--- src/source/tcm_pkg.sv ---
/*
 TCM memory map and geometry.
 Region bases decoded on the core port, the depth of each TCM
 and the width of one SRAM word.
 */
package tcm_pkg;

  // Region bases seen on the core port
  localparam logic [31:0] itcm_base = 32'h8000_0000;
  localparam logic [31:0] dtcm_base = 32'h9000_0000;

  // Address bits compared against a base
  localparam int region_msb = 31;
  localparam int region_lsb = 28;

  // Depth of each TCM in words
  localparam int itcm_words = 4096;
  localparam int dtcm_words = 2048;

  // Word geometry
  localparam int word_bytes = 4;
  localparam int word_bits  = 32;

endpackage

--- src/source/icb_pkg.sv ---
/*
 ICB channel payloads.
 One command struct and one response struct, shared by every link.
 */
package icb_pkg;

  // Command channel payload
  typedef struct packed {
    logic [31:0]                      addr;
    logic                             read;
    logic [tcm_pkg::word_bits-1:0]    wdata;
    logic [tcm_pkg::word_bytes-1:0]   wmask;
  } icb_cmd_t;

  // Response channel payload, rdata is zero on error
  typedef struct packed {
    logic                             err;
    logic [tcm_pkg::word_bits-1:0]    rdata;
  } icb_rsp_t;

endpackage

--- src/source/icb_region_split.sv ---
/*
 Core port region decoder.
 Forwards ITCM and DTCM traffic as byte offsets and answers
 unmapped addresses locally with an error, one command outstanding.
 */
`timescale 1ns/1ps

module icb_region_split (
  input  logic                clk,
  input  logic                reset,
  // Core port, full addresses
  input  logic                core_cmd_valid,
  output logic                core_cmd_ready,
  input  icb_pkg::icb_cmd_t   core_cmd,
  output logic                core_rsp_valid,
  input  logic                core_rsp_ready,
  output icb_pkg::icb_rsp_t   core_rsp,
  // ITCM side
  output logic                itcm_cmd_valid,
  input  logic                itcm_cmd_ready,
  output icb_pkg::icb_cmd_t   itcm_cmd,
  input  logic                itcm_rsp_valid,
  output logic                itcm_rsp_ready,
  input  icb_pkg::icb_rsp_t   itcm_rsp,
  // DTCM side
  output logic                dtcm_cmd_valid,
  input  logic                dtcm_cmd_ready,
  output icb_pkg::icb_cmd_t   dtcm_cmd,
  input  logic                dtcm_rsp_valid,
  output logic                dtcm_rsp_ready,
  input  icb_pkg::icb_rsp_t   dtcm_rsp
);

  localparam int msb = tcm_pkg::region_msb;
  localparam int lsb = tcm_pkg::region_lsb;

  typedef enum logic [1:0] {
    tgt_none,
    tgt_itcm,
    tgt_dtcm,
    tgt_err
  } target_e;

  target_e pend_q;
  target_e cmd_target;
  logic    can_accept;
  logic    cmd_fire;
  logic    rsp_fire;

  ////////////////////////////////////////////////////////////
  // Decode and forward
  ////////////////////////////////////////////////////////////

  always_comb begin
    if (core_cmd.addr[msb:lsb] == tcm_pkg::itcm_base[msb:lsb]) begin
      cmd_target = tgt_itcm;
    end else if (core_cmd.addr[msb:lsb] == tcm_pkg::dtcm_base[msb:lsb]) begin
      cmd_target = tgt_dtcm;
    end else begin
      cmd_target = tgt_err;
    end
  end

  // Strip the base so the TCM sees an offset
  always_comb begin
    itcm_cmd      = core_cmd;
    itcm_cmd.addr = core_cmd.addr - tcm_pkg::itcm_base;
    dtcm_cmd      = core_cmd;
    dtcm_cmd.addr = core_cmd.addr - tcm_pkg::dtcm_base;
  end

  assign rsp_fire   = core_rsp_valid & core_rsp_ready;
  assign can_accept = (pend_q == tgt_none) | rsp_fire;

  assign itcm_cmd_valid = core_cmd_valid & can_accept & (cmd_target == tgt_itcm);
  assign dtcm_cmd_valid = core_cmd_valid & can_accept & (cmd_target == tgt_dtcm);

  always_comb begin
    case (cmd_target)
      tgt_itcm: core_cmd_ready = can_accept & itcm_cmd_ready;
      tgt_dtcm: core_cmd_ready = can_accept & dtcm_cmd_ready;
      default:  core_cmd_ready = can_accept;
    endcase
  end

  assign cmd_fire = core_cmd_valid & core_cmd_ready;

  always_ff @(posedge clk) begin
    if (reset) begin
      pend_q <= tgt_none;
    end else if (cmd_fire) begin
      pend_q <= cmd_target;
    end else if (rsp_fire) begin
      pend_q <= tgt_none;
    end
  end

  ////////////////////////////////////////////////////////////
  // Response select
  ////////////////////////////////////////////////////////////

  assign itcm_rsp_ready = core_rsp_ready & (pend_q == tgt_itcm);
  assign dtcm_rsp_ready = core_rsp_ready & (pend_q == tgt_dtcm);

  always_comb begin
    core_rsp_valid = 1'b0;
    core_rsp       = '0;
    case (pend_q)
      tgt_itcm: begin
        core_rsp_valid = itcm_rsp_valid;
        core_rsp       = itcm_rsp;
      end
      tgt_dtcm: begin
        core_rsp_valid = dtcm_rsp_valid;
        core_rsp       = dtcm_rsp;
      end
      // Local error for an unmapped address
      tgt_err: begin
        core_rsp_valid = 1'b1;
        core_rsp.err   = 1'b1;
      end
      default: ;
    endcase
  end

  // Arbiters must only return core traffic that this split sent
  rsp_from_pending: assert property (
    @(posedge clk) disable iff (reset)
    (itcm_rsp_valid -> pend_q == tgt_itcm) && (dtcm_rsp_valid -> pend_q == tgt_dtcm)
  );

endmodule

--- config.mk ---
export PLATFORM = sky130hd
export DESIGN_NAME = icb_region_split
export DESIGN_NICKNAME = d
export VERILOG_FILES = /design/src/source/tcm_pkg.sv /design/src/source/icb_pkg.sv /design/src/source/icb_region_split.sv
export SDC_FILE = /design/constraint.sdc
export NUM_CORES = 1
export LEC_CHECK = 0
export BUFFER_PORTS_ARGS = -buffer_cell sky130_fd_sc_hd__clkbuf_2
export CAP_MARGIN = 20
export CORE_AREA = 2 2 125 127
export CTS_CLUSTER_SIZE = 8
export DETAILED_ROUTE_END_ITERATION = 10
export DIE_AREA = 0 0 127 129
export PLACE_DENSITY = 0.49
export SLEW_MARGIN = 20
export SYNTH_ARGS = -nofsm -noshare
export SYNTH_HDL_FRONTEND = slang
export SYNTH_SLANG_ARGS = --single-unit
--- constraint.sdc ---
create_clock -name clk -period 1.5 [get_ports clk]
set_input_delay 0.15 -clock clk [delete_from_list [all_inputs] [get_ports clk]]
set_output_delay 0.15 -clock clk [all_outputs]
set_load 0.05 [all_outputs]
Word level (Yosys, flattened, before mapping)
Cells that the tools add are included.

cells by class
  bitwise operators = 10
  reductions and logical operators = 2
  mux-type cells = 8
  add/sub/neg operators = 2
  equality and inequality tests = 7

operators by type and width
  cell                                                             number
  32-bit one-hot mux with 2 select lines                           1
  32-bit subtractor, second input constant                         2
  1-bit bitwise AND                                                9
  4-bit == test, second input constant                             2
  2-bit == test, second input constant                             3
  2-bit two-way mux                                                3
  1-bit one-hot mux with 3 select lines                            2
  2-bit by 1-bit == test with 1-bit output, second input constant  2
  2-bit logical NOT                                                1
  1-bit one-hot mux with 2 select lines                            1
  2-bit nonzero test                                               1
  1-bit two-way mux                                                1
  1-bit OR                                                         1

storage, ports and cells
  register bits after elaboration = 2
  bits of input ports = 143
  word-level logic and storage cells = 30
  output and inout bits = 177

Depth between registers and ports, before layout
Gate-level depths: netlist of run 1.

  depth in word-level cells = 8
  gate-level depth with buffers = 7
  gate-level depth less buffers = 6

Worst setup path after synthesis of run 1
No wires, ideal clock.

  path kind = reg2out
  from = register pend_q[0]
  to = output port core_rsp[0] (netlist bit)
  arrival time = 1769 ps
  buffers on the path = 2
  required time = 1350 ps
  cell stages (with the launch flop) = 7
  path slack = -419 ps
  cell sequence = dfxtp_1 inv_1 ha_1 buf_4 clkbuf_1 a22oi_1 nor2b_1

RTL lines
  element                 line                    RTL
  start, declared         icb_region_split.sv:44  target_e pend_q;
  start signal, assigned  icb_region_split.sv:90  pend_q <= tgt_none;
  start signal, assigned  icb_region_split.sv:92  pend_q <= cmd_target;
  start signal, assigned  icb_region_split.sv:94  pend_q <= tgt_none;
  end, declared           icb_region_split.sv:17  output icb_pkg::icb_rsp_t core_rsp,

Worst setup path after layout of run 1
  from = register pend_q[1]
  to = output port core_cmd_ready

between the ends
  word-level cells in the longest chain between the ends = 6
  elaborated cells on any way between the ends = 10
  classes of those cells = eq/ne: 3; mux: 2; bitwise: 4; reduce/logical: 1

ends and longest elaborated chain
  element                                                                           line                                            RTL
  2-bit == test / 2-bit by 1-bit == test with 1-bit output (equally long branches)  icb_region_split.sv:108                         case (pend_q)
  1-bit one-hot mux with 3 select lines                                             icb_region_split.sv:108
  1-bit bitwise AND                                                                 icb_region_split.sv:72                          assign rsp_fire = core_rsp_valid & core_rsp_ready;
  1-bit OR *                                                                        icb_region_split.sv:73                          assign can_accept = (pend_q == tgt_none) | rsp_fire;
  1-bit bitwise AND (on tied branches)                                              icb_region_split.sv:81, icb_region_split.sv:80
  1-bit one-hot mux with 2 select lines *                                           icb_region_split.sv:79                          case (cmd_target)
  end, declared                                                                     icb_region_split.sv:13                          output logic core_cmd_ready,

Every way passes the cells marked *; elsewhere a longest branch is shown, timed or not.

==> results of run 1 <==
## cell usage in the layout (no fill, tap or decap)
| cell | instances |
|---|---|
| clkbuf_2 | 85 |
| nor2b_4 | 33 |
| buf_8 | 28 |
| a22oi_2 | 22 |
| buf_12 | 18 |
| buf_4 | 15 |
| a22oi_1 | 10 |
| clkbuf_16 | 7 |
| ha_4 | 5 |
| nor2_4 | 4 |
| a21oi_1 | 4 |
| buf_6 | 4 |
| inv_1 | 3 |
| inv_4 | 2 |
| nand3b_1 | 2 |
| and2_4 | 2 |
| or3b_1 | 2 |
| o211ai_1 | 2 |
| dfxtp_4 | 2 |
| nor3_1 | 1 |
| xnor2_1 | 1 |
| clkinvlp_4 | 1 |
| xor2_2 | 1 |
| a221o_1 | 1 |
| a221oi_4 | 1 |
| nor2b_1 | 1 |
| nor3b_1 | 1 |
| and2b_1 | 1 |
| o21a_2 | 1 |
| a21oi_2 | 1 |
| o21ai_2 | 1 |
| a21o_2 | 1 |
| nand2_1 | 1 |
| ha_1 | 1 |
## path summary, 6_finish.rpt
check                                      end  startpoint  cells after the start  slack, ps
worst max-delay path            core_cmd_ready   pend_q[1]                      6       -270
worst min-delay path                 pend_q[0]       reset                      2        130
worst max register to register       pend_q[1]   pend_q[1]                      6        -30
worst min register to register       pend_q[0]   pend_q[0]                      2        550
## worst reg2reg max path: stages (launching register included)
cell,delay [ps]
dfxtp_4,360
inv_4,70
ha_4,180
a21oi_1,80
a21o_2,270
or3b_1,370
a21oi_1,120
## per-stage QoR
stage / cells / area [µm²] / total power [mW] / hold slack [ps] / worst slack [ps]
2_1_floorplan: 252 / 2140 / 2.18 / 219 / -66.6
3_3_place_gp: 433 / 2250 / 1.81 / 301 / -232
3_5_place_dp: 433 / 2250 / 1.83 / 301 / -225
4_1_cts: 443 / 2840 / 2.59 / 135 / -291
5_1_grt: 453 / 3050 / 2.98 / 146 / -328
6_report: 453 / 3050 / 2.84 / 127 / -270
## metal layers
layer	routed length [µm]	up-vias	share of wire [%]	track usage, %
met3	760	36	11	2.95
met5	0	-	0	0
li1	-	731	-	-
met4	238	0	3.5	4.07
met2	3590	128	53	13.5
met1	2170	699	32	6.04
## report_power, final
| part | internal, mW | switching (mW) | leakage (nW) | total [mW] |
|---|---|---|---|---|
| combinational | 1.22 | 1.14 | 1.18 | 2.36 |
| sequential | 0.0659 | 0.0183 | 0.0178 | 0.0842 |
| clock | 0.339 | 0.0606 | 0.0370 | 0.400 |
| total | 1.62 | 1.22 | 1.23 | 2.84 |
## logic make-up (layout without fill, tap and decap cells)
| kind of cell | Yosys count | count (layout) | synth area share (%) |
|---|---|---|---|
| DFF | 2 | 2 | 2.20 |
| and+or+nand+nor | 48 | 48 | 16.3 |
| adders and majority gates | 6 | 6 | 4.12 |
| AOI/OAI and AO/OA | 44 | 44 | 17.6 |
| xor gates and xnor gates | 2 | 2 | 0.962 |
| buffers and inverters | 150 | 163 | 58.8 |
## cell type report
cell class                 count  area [µm²]
clock buffer                   3        75.1
multi-input combinational    100        1200
tap                          188         235
sequential                     2        47.5
inverter                       6        31.3
timing repair buffer         154        1460
fill                        1614       11900
## synthesized netlist by cell type, types with 2 or more instances
library cell,number,area share [%]
dfxtp_1,2,2.2
a21oi_1,5,1.4
ha_1,6,4.1
o211ai_1,2,0.82
or3b_1,2,0.96
nor2_1,4,0.82
clkbuf_1,6,1.2
nand3b_1,2,0.82
inv_1,6,1.2
buf_2,4,1.1
and2_1,2,0.69
a22oi_1,32,13
nor2b_1,34,12
buf_4,134,55
## timing repair
action                                  CTS  global route
setup buffers                             5             7
resized for setup                        94            37
hold buffers                              0             0
gates cloned                              2             5
endpoints found under the setup margin   41            41
pin swaps                                 8             7
==> impl_metrics.ini, run 1 <==
[clock_tree]
clockBufferDepth = 2
clkLatencyLatePin_ps = 220
cts.sinks = 2
cts_tree = built
htreeDepth = 1
root_buffer = clkbuf_16
cts_buffers = 3
path_clk_slew_ps = 30

[yosys]
synth_edf_count = 0
syn-instance-count = 252
yosys_warnings = 0
synth_cell_type_count = 25
synth_flop_cell = dfxtp_1
syn_nets = 401
async_reset_ff_share_pct = 0
ys_seq_area_share_pct = 2.20
synth_area_um2 = 1820
syn_area_per_cell_um2 = 7.22
ys_ff_latch = 2

[floorplanning]
core_area_um2 = 15000
die_area_um2 = 16400
die_h_um = 129
ios = 320
start_util_pct = 12.2
num_rows = 45
die_w_um = 127

[run_status]
outcome = finished, violations left
failed_checks = setup timing

[global_routing]
track_usage_pct = 7.02
grt_pass1_vias = 1650
grt_start_max_net_pins = 31
antenna_found_initial = 0
grt_pass1_wl_um = 8740
gr-total-overflow = 0

[timing]
finalSetupViolCount = 40
tns_ps = -7860
finClkSkew_ps = 1.03
period_needed_ps = 1770
fmax_mhz = 565
rsz0062_at_grt = true
final_hold_viol_count = 0
worst_slew_pin_slew_ps = 285
worst_slack_ps = -270
fin_crit_sh_pct = 118
slew_viol_final = 0
slew_headroom_pct = 81.0

[critical_path]
max_stage_delay_ps = 370
start_kind = register
setup.worst_path.class = register to output pin
critical_path_arrival_ps = 1620
crit_buf_inv = 2
cp_max_fo = 6
cp.required_ps = 1350
crit_family = compound AO/OA/AOI/OAI gates
cp-end-kind = output pin
path_cells = inv_4 > ha_4 > a221o_1 > a21oi_2 > nor2_4 > buf_12
slowest_stage = dfxtp_4

[placed_design]
numPortBuffers = 124
place.gp.congestion = 0.635
dpl.hpwl_um = 4570

[route]
routed_wl_um = 6760
via_count = 1594
drtPass1Iterations = 4
drt-wirelength-per-cell_um = 14.9
viasPerCell = 3.52
drt-initial-drc-count = 35
drtAntennaViolNets = 0
drc_errors = 0

[finish]
reg_top3 = pend_q (2)
antenna-diode-count = 0
regMostFlops = pend_q
area_delta_synth_final_pct = 67.6
final_nets = 416
largest_reg_flops = 2
drive_gt1_share_pct = 88.3
fin_util_pct = 20.4

[power]
ir_drop_uv = 299
power.leakage_nw = 1.23
powerDensity_nw_per_um2 = 930

[worst_hold_path]
hold_class = input port to register

[flow_run]
cap_violations = 0
No activity file was read; power rests on OpenSTA's default activity.
==> inputs of run 2 (changes only) <==
--- a/config.mk
+++ b/config.mk
@@ -5,13 +5,14 @@
 export SDC_FILE = /design/constraint.sdc
 export NUM_CORES = 1
 export LEC_CHECK = 0
+export ABC_AREA = 0
 export BUFFER_PORTS_ARGS = -buffer_cell sky130_fd_sc_hd__clkbuf_2
 export CAP_MARGIN = 20
 export CORE_AREA = 2 2 125 127
 export CTS_CLUSTER_SIZE = 8
 export DETAILED_ROUTE_END_ITERATION = 10
 export DIE_AREA = 0 0 127 129
-export PLACE_DENSITY = 0.49
+export PLACE_DENSITY_LB_ADDON = 0.15
 export SLEW_MARGIN = 20
 export SYNTH_ARGS = -nofsm -noshare
 export SYNTH_HDL_FRONTEND = slang
==> impl_metrics.ini, run 2 (synthesis gave the netlist of run 1 again) <==
[timing]
rsz0062_at_grt = true
holdWs_ps = 102
finClkSkew_ps = 0.0123
fmax_mhz = 575
tns_ps = -5130
fin_crit_sh_pct = 116
slew_headroom_pct = 81.5
worst_slack_ps = -240
period_needed_ps = 1740
slew_viol_final = 0
worst_slew_pin_slew_ps = 278
final_hold_viol_count = 0
finalSetupViolCount = 38

[worst_hold_path]
worstHoldEndpoint = pend_q[0]
holdPathStages = 2
holdCritStartpoint = reset
hold_class = input port to register

[route]
drtPass1Iterations = 4
drt-initial-drc-count = 29
routed_wl_um = 6000
drt-wirelength-per-cell_um = 13.6
drc_errors = 0
via_count = 1549
drtAntennaViolNets = 0
viasPerCell = 3.51

[global_routing]
grt_pass1_vias = 1563
gr-total-overflow = 0
track_usage_pct = 6.80
antenna_found_initial = 0
grt_pass1_wl_um = 8470
grt_start_max_net_pins = 35

[placed_design]
pre_cts_slack_ps = -157
numPortBuffers = 124
dp.cells = 433
dpl.hpwl_um = 4100
dpl_cell_area_um2 = 2360
place.gp.congestion = 0.618

[clock_tree]
path_clk_slew_ps = 30
cts.sinks = 2
clockBufferDepth = 2
cts_buffers = 3
root_buffer = clkbuf_16
cts_tree = built
htreeDepth = 1
postCtsHoldBufs = 0
clkLatencyLatePin_ps = 220

[critical_path]
rr_endpoint = pend_q[1]
cp_max_fo = 4
ff2ff_path_depth = 5
r2r-start = pend_q[1]
critical_path_arrival_ps = 1590
start_kind = register
cp.required_ps = 1350
cp-end-kind = output pin
reg2reg_slack_ps = 0
startpoint = pend_q[1]
setup.worst_path.class = register to output pin

[finish]
final_cell_area_um2 = 2930
fin_util_pct = 19.6
final_common_cell = clkbuf_2
reg_top3 = pend_q (2)
n_fill_cell = 1635
area_delta_synth_final_pct = 61.0
antenna-diode-count = 0
largest_reg_flops = 2
instances_no_fill = 441
drive_gt1_share_pct = 90.1
final_cell_mix = clkbuf_2, nor2b_4, a22oi_2, buf_12
regMostFlops = pend_q
regArea_um2 = 47.5
final_nets = 404
multiInputGateArea_um2 = 1220

[power]
total_power_mw = 2.67
powerDensity_nw_per_um2 = 911
power.leakage_nw = 1.15
ir_drop_uv = 338

[flow_run]
cap_violations = 0

[floorplanning]
core_area_um2 = 15000
start_util_pct = 12.2
die_area_um2 = 16400
die_w_um = 127
num_rows = 45
die_h_um = 129
ios = 320

[run_status]
failed_checks = setup timing
outcome = finished, violations left
## run 2: changes by cell type in the layout (fill, tap and decap cells not counted), moves of 2 or more
cell       delta
buf_4         -7
a22oi_1       -9
buf_6         -2
a22oi_2       +9
clkbuf_8     +12
buf_12        +4
clkbuf_16     -4
buf_8        -16
## run 2: cell type report
cell class	count	share of cell area [%]
Inverter	6	1.07
Timing Repair Buffer	142	45.1
Tap cell	188	8.03
Sequential cell	2	1.62
Multi-Input combinational cell	100	41.6
Clock buffer	3	2.56
## run 2: timing repair
item,CTS,global route
cloned,4,0
setup buffers,4,1
pin swaps,9,5
setup endpoints to repair,41,41
resized for setup,95,13
## run 2: layer usage
layer	vias to the layer above	wire length, µm	global-route usage, %
met5	-	0	0
met4	0	291	5.17
met3	46	678	1.95
met2	115	2960	11.7
met1	685	2070	7.03
li1	703	-	-
## run 2: how the worst max path moves through the flow
stage                      to  slack (ps)  depth (start not counted)
3_5_place_dp     core_rsp[14]        -160                          6
2_1_floorplan     core_rsp[0]         -70                          6
5_1_grt        core_cmd_ready        -310                          6
4_1_cts        core_cmd_ready        -270                          6
6_report       core_cmd_ready        -240                          6
3_3_place_gp   core_cmd_ready        -130                          6
## run 2: critical path, cell delays in order, from the launching register on
cell and delay [ps]:
dfxtp_4 380, inv_4 50, ha_4 170, a221o_1 360, a21oi_2 200, nor2_4 60, buf_12 140
## run 2: report_power, final
| group | leakage, nW | switching, mW | total, mW | internal [mW] |
|---|---|---|---|---|
| Combinational | 1.10 | 1.11 | 2.19 | 1.08 |
| Sequential | 0.0178 | 0.0194 | 0.0854 | 0.0660 |
| Clock | 0.0370 | 0.0574 | 0.396 | 0.339 |
| Total | 1.15 | 1.18 | 2.67 | 1.49 |
==> inputs of run 3 (changes only) <==
--- a/config.mk
+++ b/config.mk
@@ -8,10 +8,10 @@
 export ABC_AREA = 0
 export BUFFER_PORTS_ARGS = -buffer_cell sky130_fd_sc_hd__clkbuf_2
 export CAP_MARGIN = 20
-export CORE_AREA = 2 2 125 127
+export CORE_AREA = 4 4 124 126
 export CTS_CLUSTER_SIZE = 8
 export DETAILED_ROUTE_END_ITERATION = 10
-export DIE_AREA = 0 0 127 129
+export DIE_AREA = 0 0 128 130
 export PLACE_DENSITY_LB_ADDON = 0.15
 export SLEW_MARGIN = 20
 export SYNTH_ARGS = -nofsm -noshare
==> impl_metrics.ini, run 3 (synthesis gave the netlist of run 1 again) <==
[clock_tree]
cts_tree = built
clockBufferDepth = 2
cts_buffers = 3
path_clk_slew_ps = 30
root_buffer = clkbuf_16
cts.sinks = 2
htreeDepth = 1
postCtsHoldBufs = 0
clkLatencyLatePin_ps = 220

[global_routing]
grt_start_max_net_pins = 29
track_usage_pct = 7.06
grt_pass1_vias = 1817
gr-total-overflow = 0
antenna_found_initial = 0
grt_pass1_wl_um = 9030

[finish]
final_common_cell = clkbuf_2
reg_top3 = pend_q (2)
area_delta_synth_final_pct = 69.6
multiInputGateArea_um2 = 1250
drive_gt1_share_pct = 92.4
final_nets = 414
regArea_um2 = 47.5
instances_no_fill = 447
final_cell_mix = clkbuf_2, nor2b_4, a22oi_2, buf_8, buf_12
largest_reg_flops = 2
n_fill_cell = 1556
regMostFlops = pend_q
antenna-diode-count = 0

[timing]
finClkSkew_ps = 0.439
rsz0062_at_grt = true
finalSetupViolCount = 41
slew_headroom_pct = 80.7
slew_viol_final = 0
holdWs_ps = 117
worst_slack_ps = -236
period_needed_ps = 1740
fmax_mhz = 576
worst_slew_pin_slew_ps = 291
fin_crit_sh_pct = 116
final_hold_viol_count = 0
tns_ps = -5090

[critical_path]
setup.worst_path.class = register to output pin
critical_path_arrival_ps = 1590
cp-end-kind = output pin
r2r-start = pend_q[1]
reg2reg_slack_ps = -130
start_kind = register
rr_endpoint = pend_q[1]
max_stage_delay_ps = 360
slowest_stage = dfxtp_4
cp.required_ps = 1350
path_cells = buf_4 > ha_4 > a221o_1 > a21oi_2 > nor2_4 > buf_12
cp_max_fo = 4
ff2ff_path_depth = 7

[route]
drtPass1Iterations = 4
via_count = 1595
viasPerCell = 3.57
drt-initial-drc-count = 13
drt-wirelength-per-cell_um = 14.6
routed_wl_um = 6520
drtAntennaViolNets = 0
drc_errors = 0

[floorplanning]
ios = 320
start_util_pct = 12.7
die_w_um = 128
core_area_um2 = 14300
die_h_um = 130
die_area_um2 = 16600
num_rows = 44

[worst_hold_path]
worstHoldEndpoint = pend_q[1]
hold_class = input port to register
holdPathStages = 2
holdCritStartpoint = reset

[placed_design]
numPortBuffers = 124
dp.cells = 435
place.gp.congestion = 0.686
dpl.hpwl_um = 5180
pre_cts_slack_ps = -159

[run_status]
failed_checks = setup timing
outcome = finished, violations left

[power]
powerDensity_nw_per_um2 = 919
ir_drop_uv = 276
power.leakage_nw = 1.22

[flow_run]
cap_violations = 0
run 3: cell count changes in the layout (fill, tap and decap cells not counted), moves of 5 or more:
cell and change:
buf_4 +5, buf_8 +10, clkbuf_8 -12, buf_6 +5
run 3: power breakdown:
group | leakage (nW) | switching (mW) | total (mW) | internal (mW)
Sequential | 0.0178 | 0.0170 | 0.0829 | 0.0659
Clock | 0.0370 | 0.0565 | 0.395 | 0.339
Combinational | 1.17 | 1.13 | 2.36 | 1.23
run 3: layout make-up:
cell class	instances	share of cell area, %
inverter	6	1.01
tap	184	7.46
timing repair buffer	152	47.0
sequential	2	1.54
multi-input combinational	100	40.6
clock buffer	3	2.43
run 3: routing by layer:
layer	up-vias	wire (µm)	global-route usage, %
met5	-	0	0
met4	0	446	5.99
met3	55	900	3.11
met2	120	3170	12.7
met1	699	2000	5.99
li1	721	-	-
run 3: worst max path at each step:
stage | endpoint | start | slack (ps)
floorplan | core_rsp[0] | pend_q[0] | -70
global placement | core_cmd_ready | pend_q[1] | -140
detailed placement | pend_q[1] | pend_q[1] | -160
CTS | core_cmd_ready | pend_q[1] | -250
global route | core_cmd_ready | pend_q[1] | -290
finish | core_cmd_ready | pend_q[1] | -240
run 3: repair_timing:
item                                    in CTS  in global routing
gates resized for setup                     93                 40
endpoints found under the setup margin      41                 41
setup buffers                                4                  5
pin swaps                                    6                  6
cloned                                       2                  1
run 3: stage by stage:
| step | area [µm²] | total power, mW | util, % |
|---|---|---|---|
| floorplan | 2140 | 2.18 | - |
| global placement | 2370 | 1.90 | 16.6 |
| detailed placement | 2370 | 1.90 | 16.6 |
| CTS | 2970 | 2.79 | 20.8 |
| global route | 3090 | 2.99 | 21.6 |
| finish | 3090 | 2.84 | 21.6 |
run 3: critical path: cells and delay by family (launching register included):
family                   cells  cell delay (ps)
buffers and inverters        2              280
adder cells (fa/ha/maj)      1              160
flip-flops                   1              360
AO/OA/AOI/OAI                2              510
AND/OR/NAND/NOR              1               50
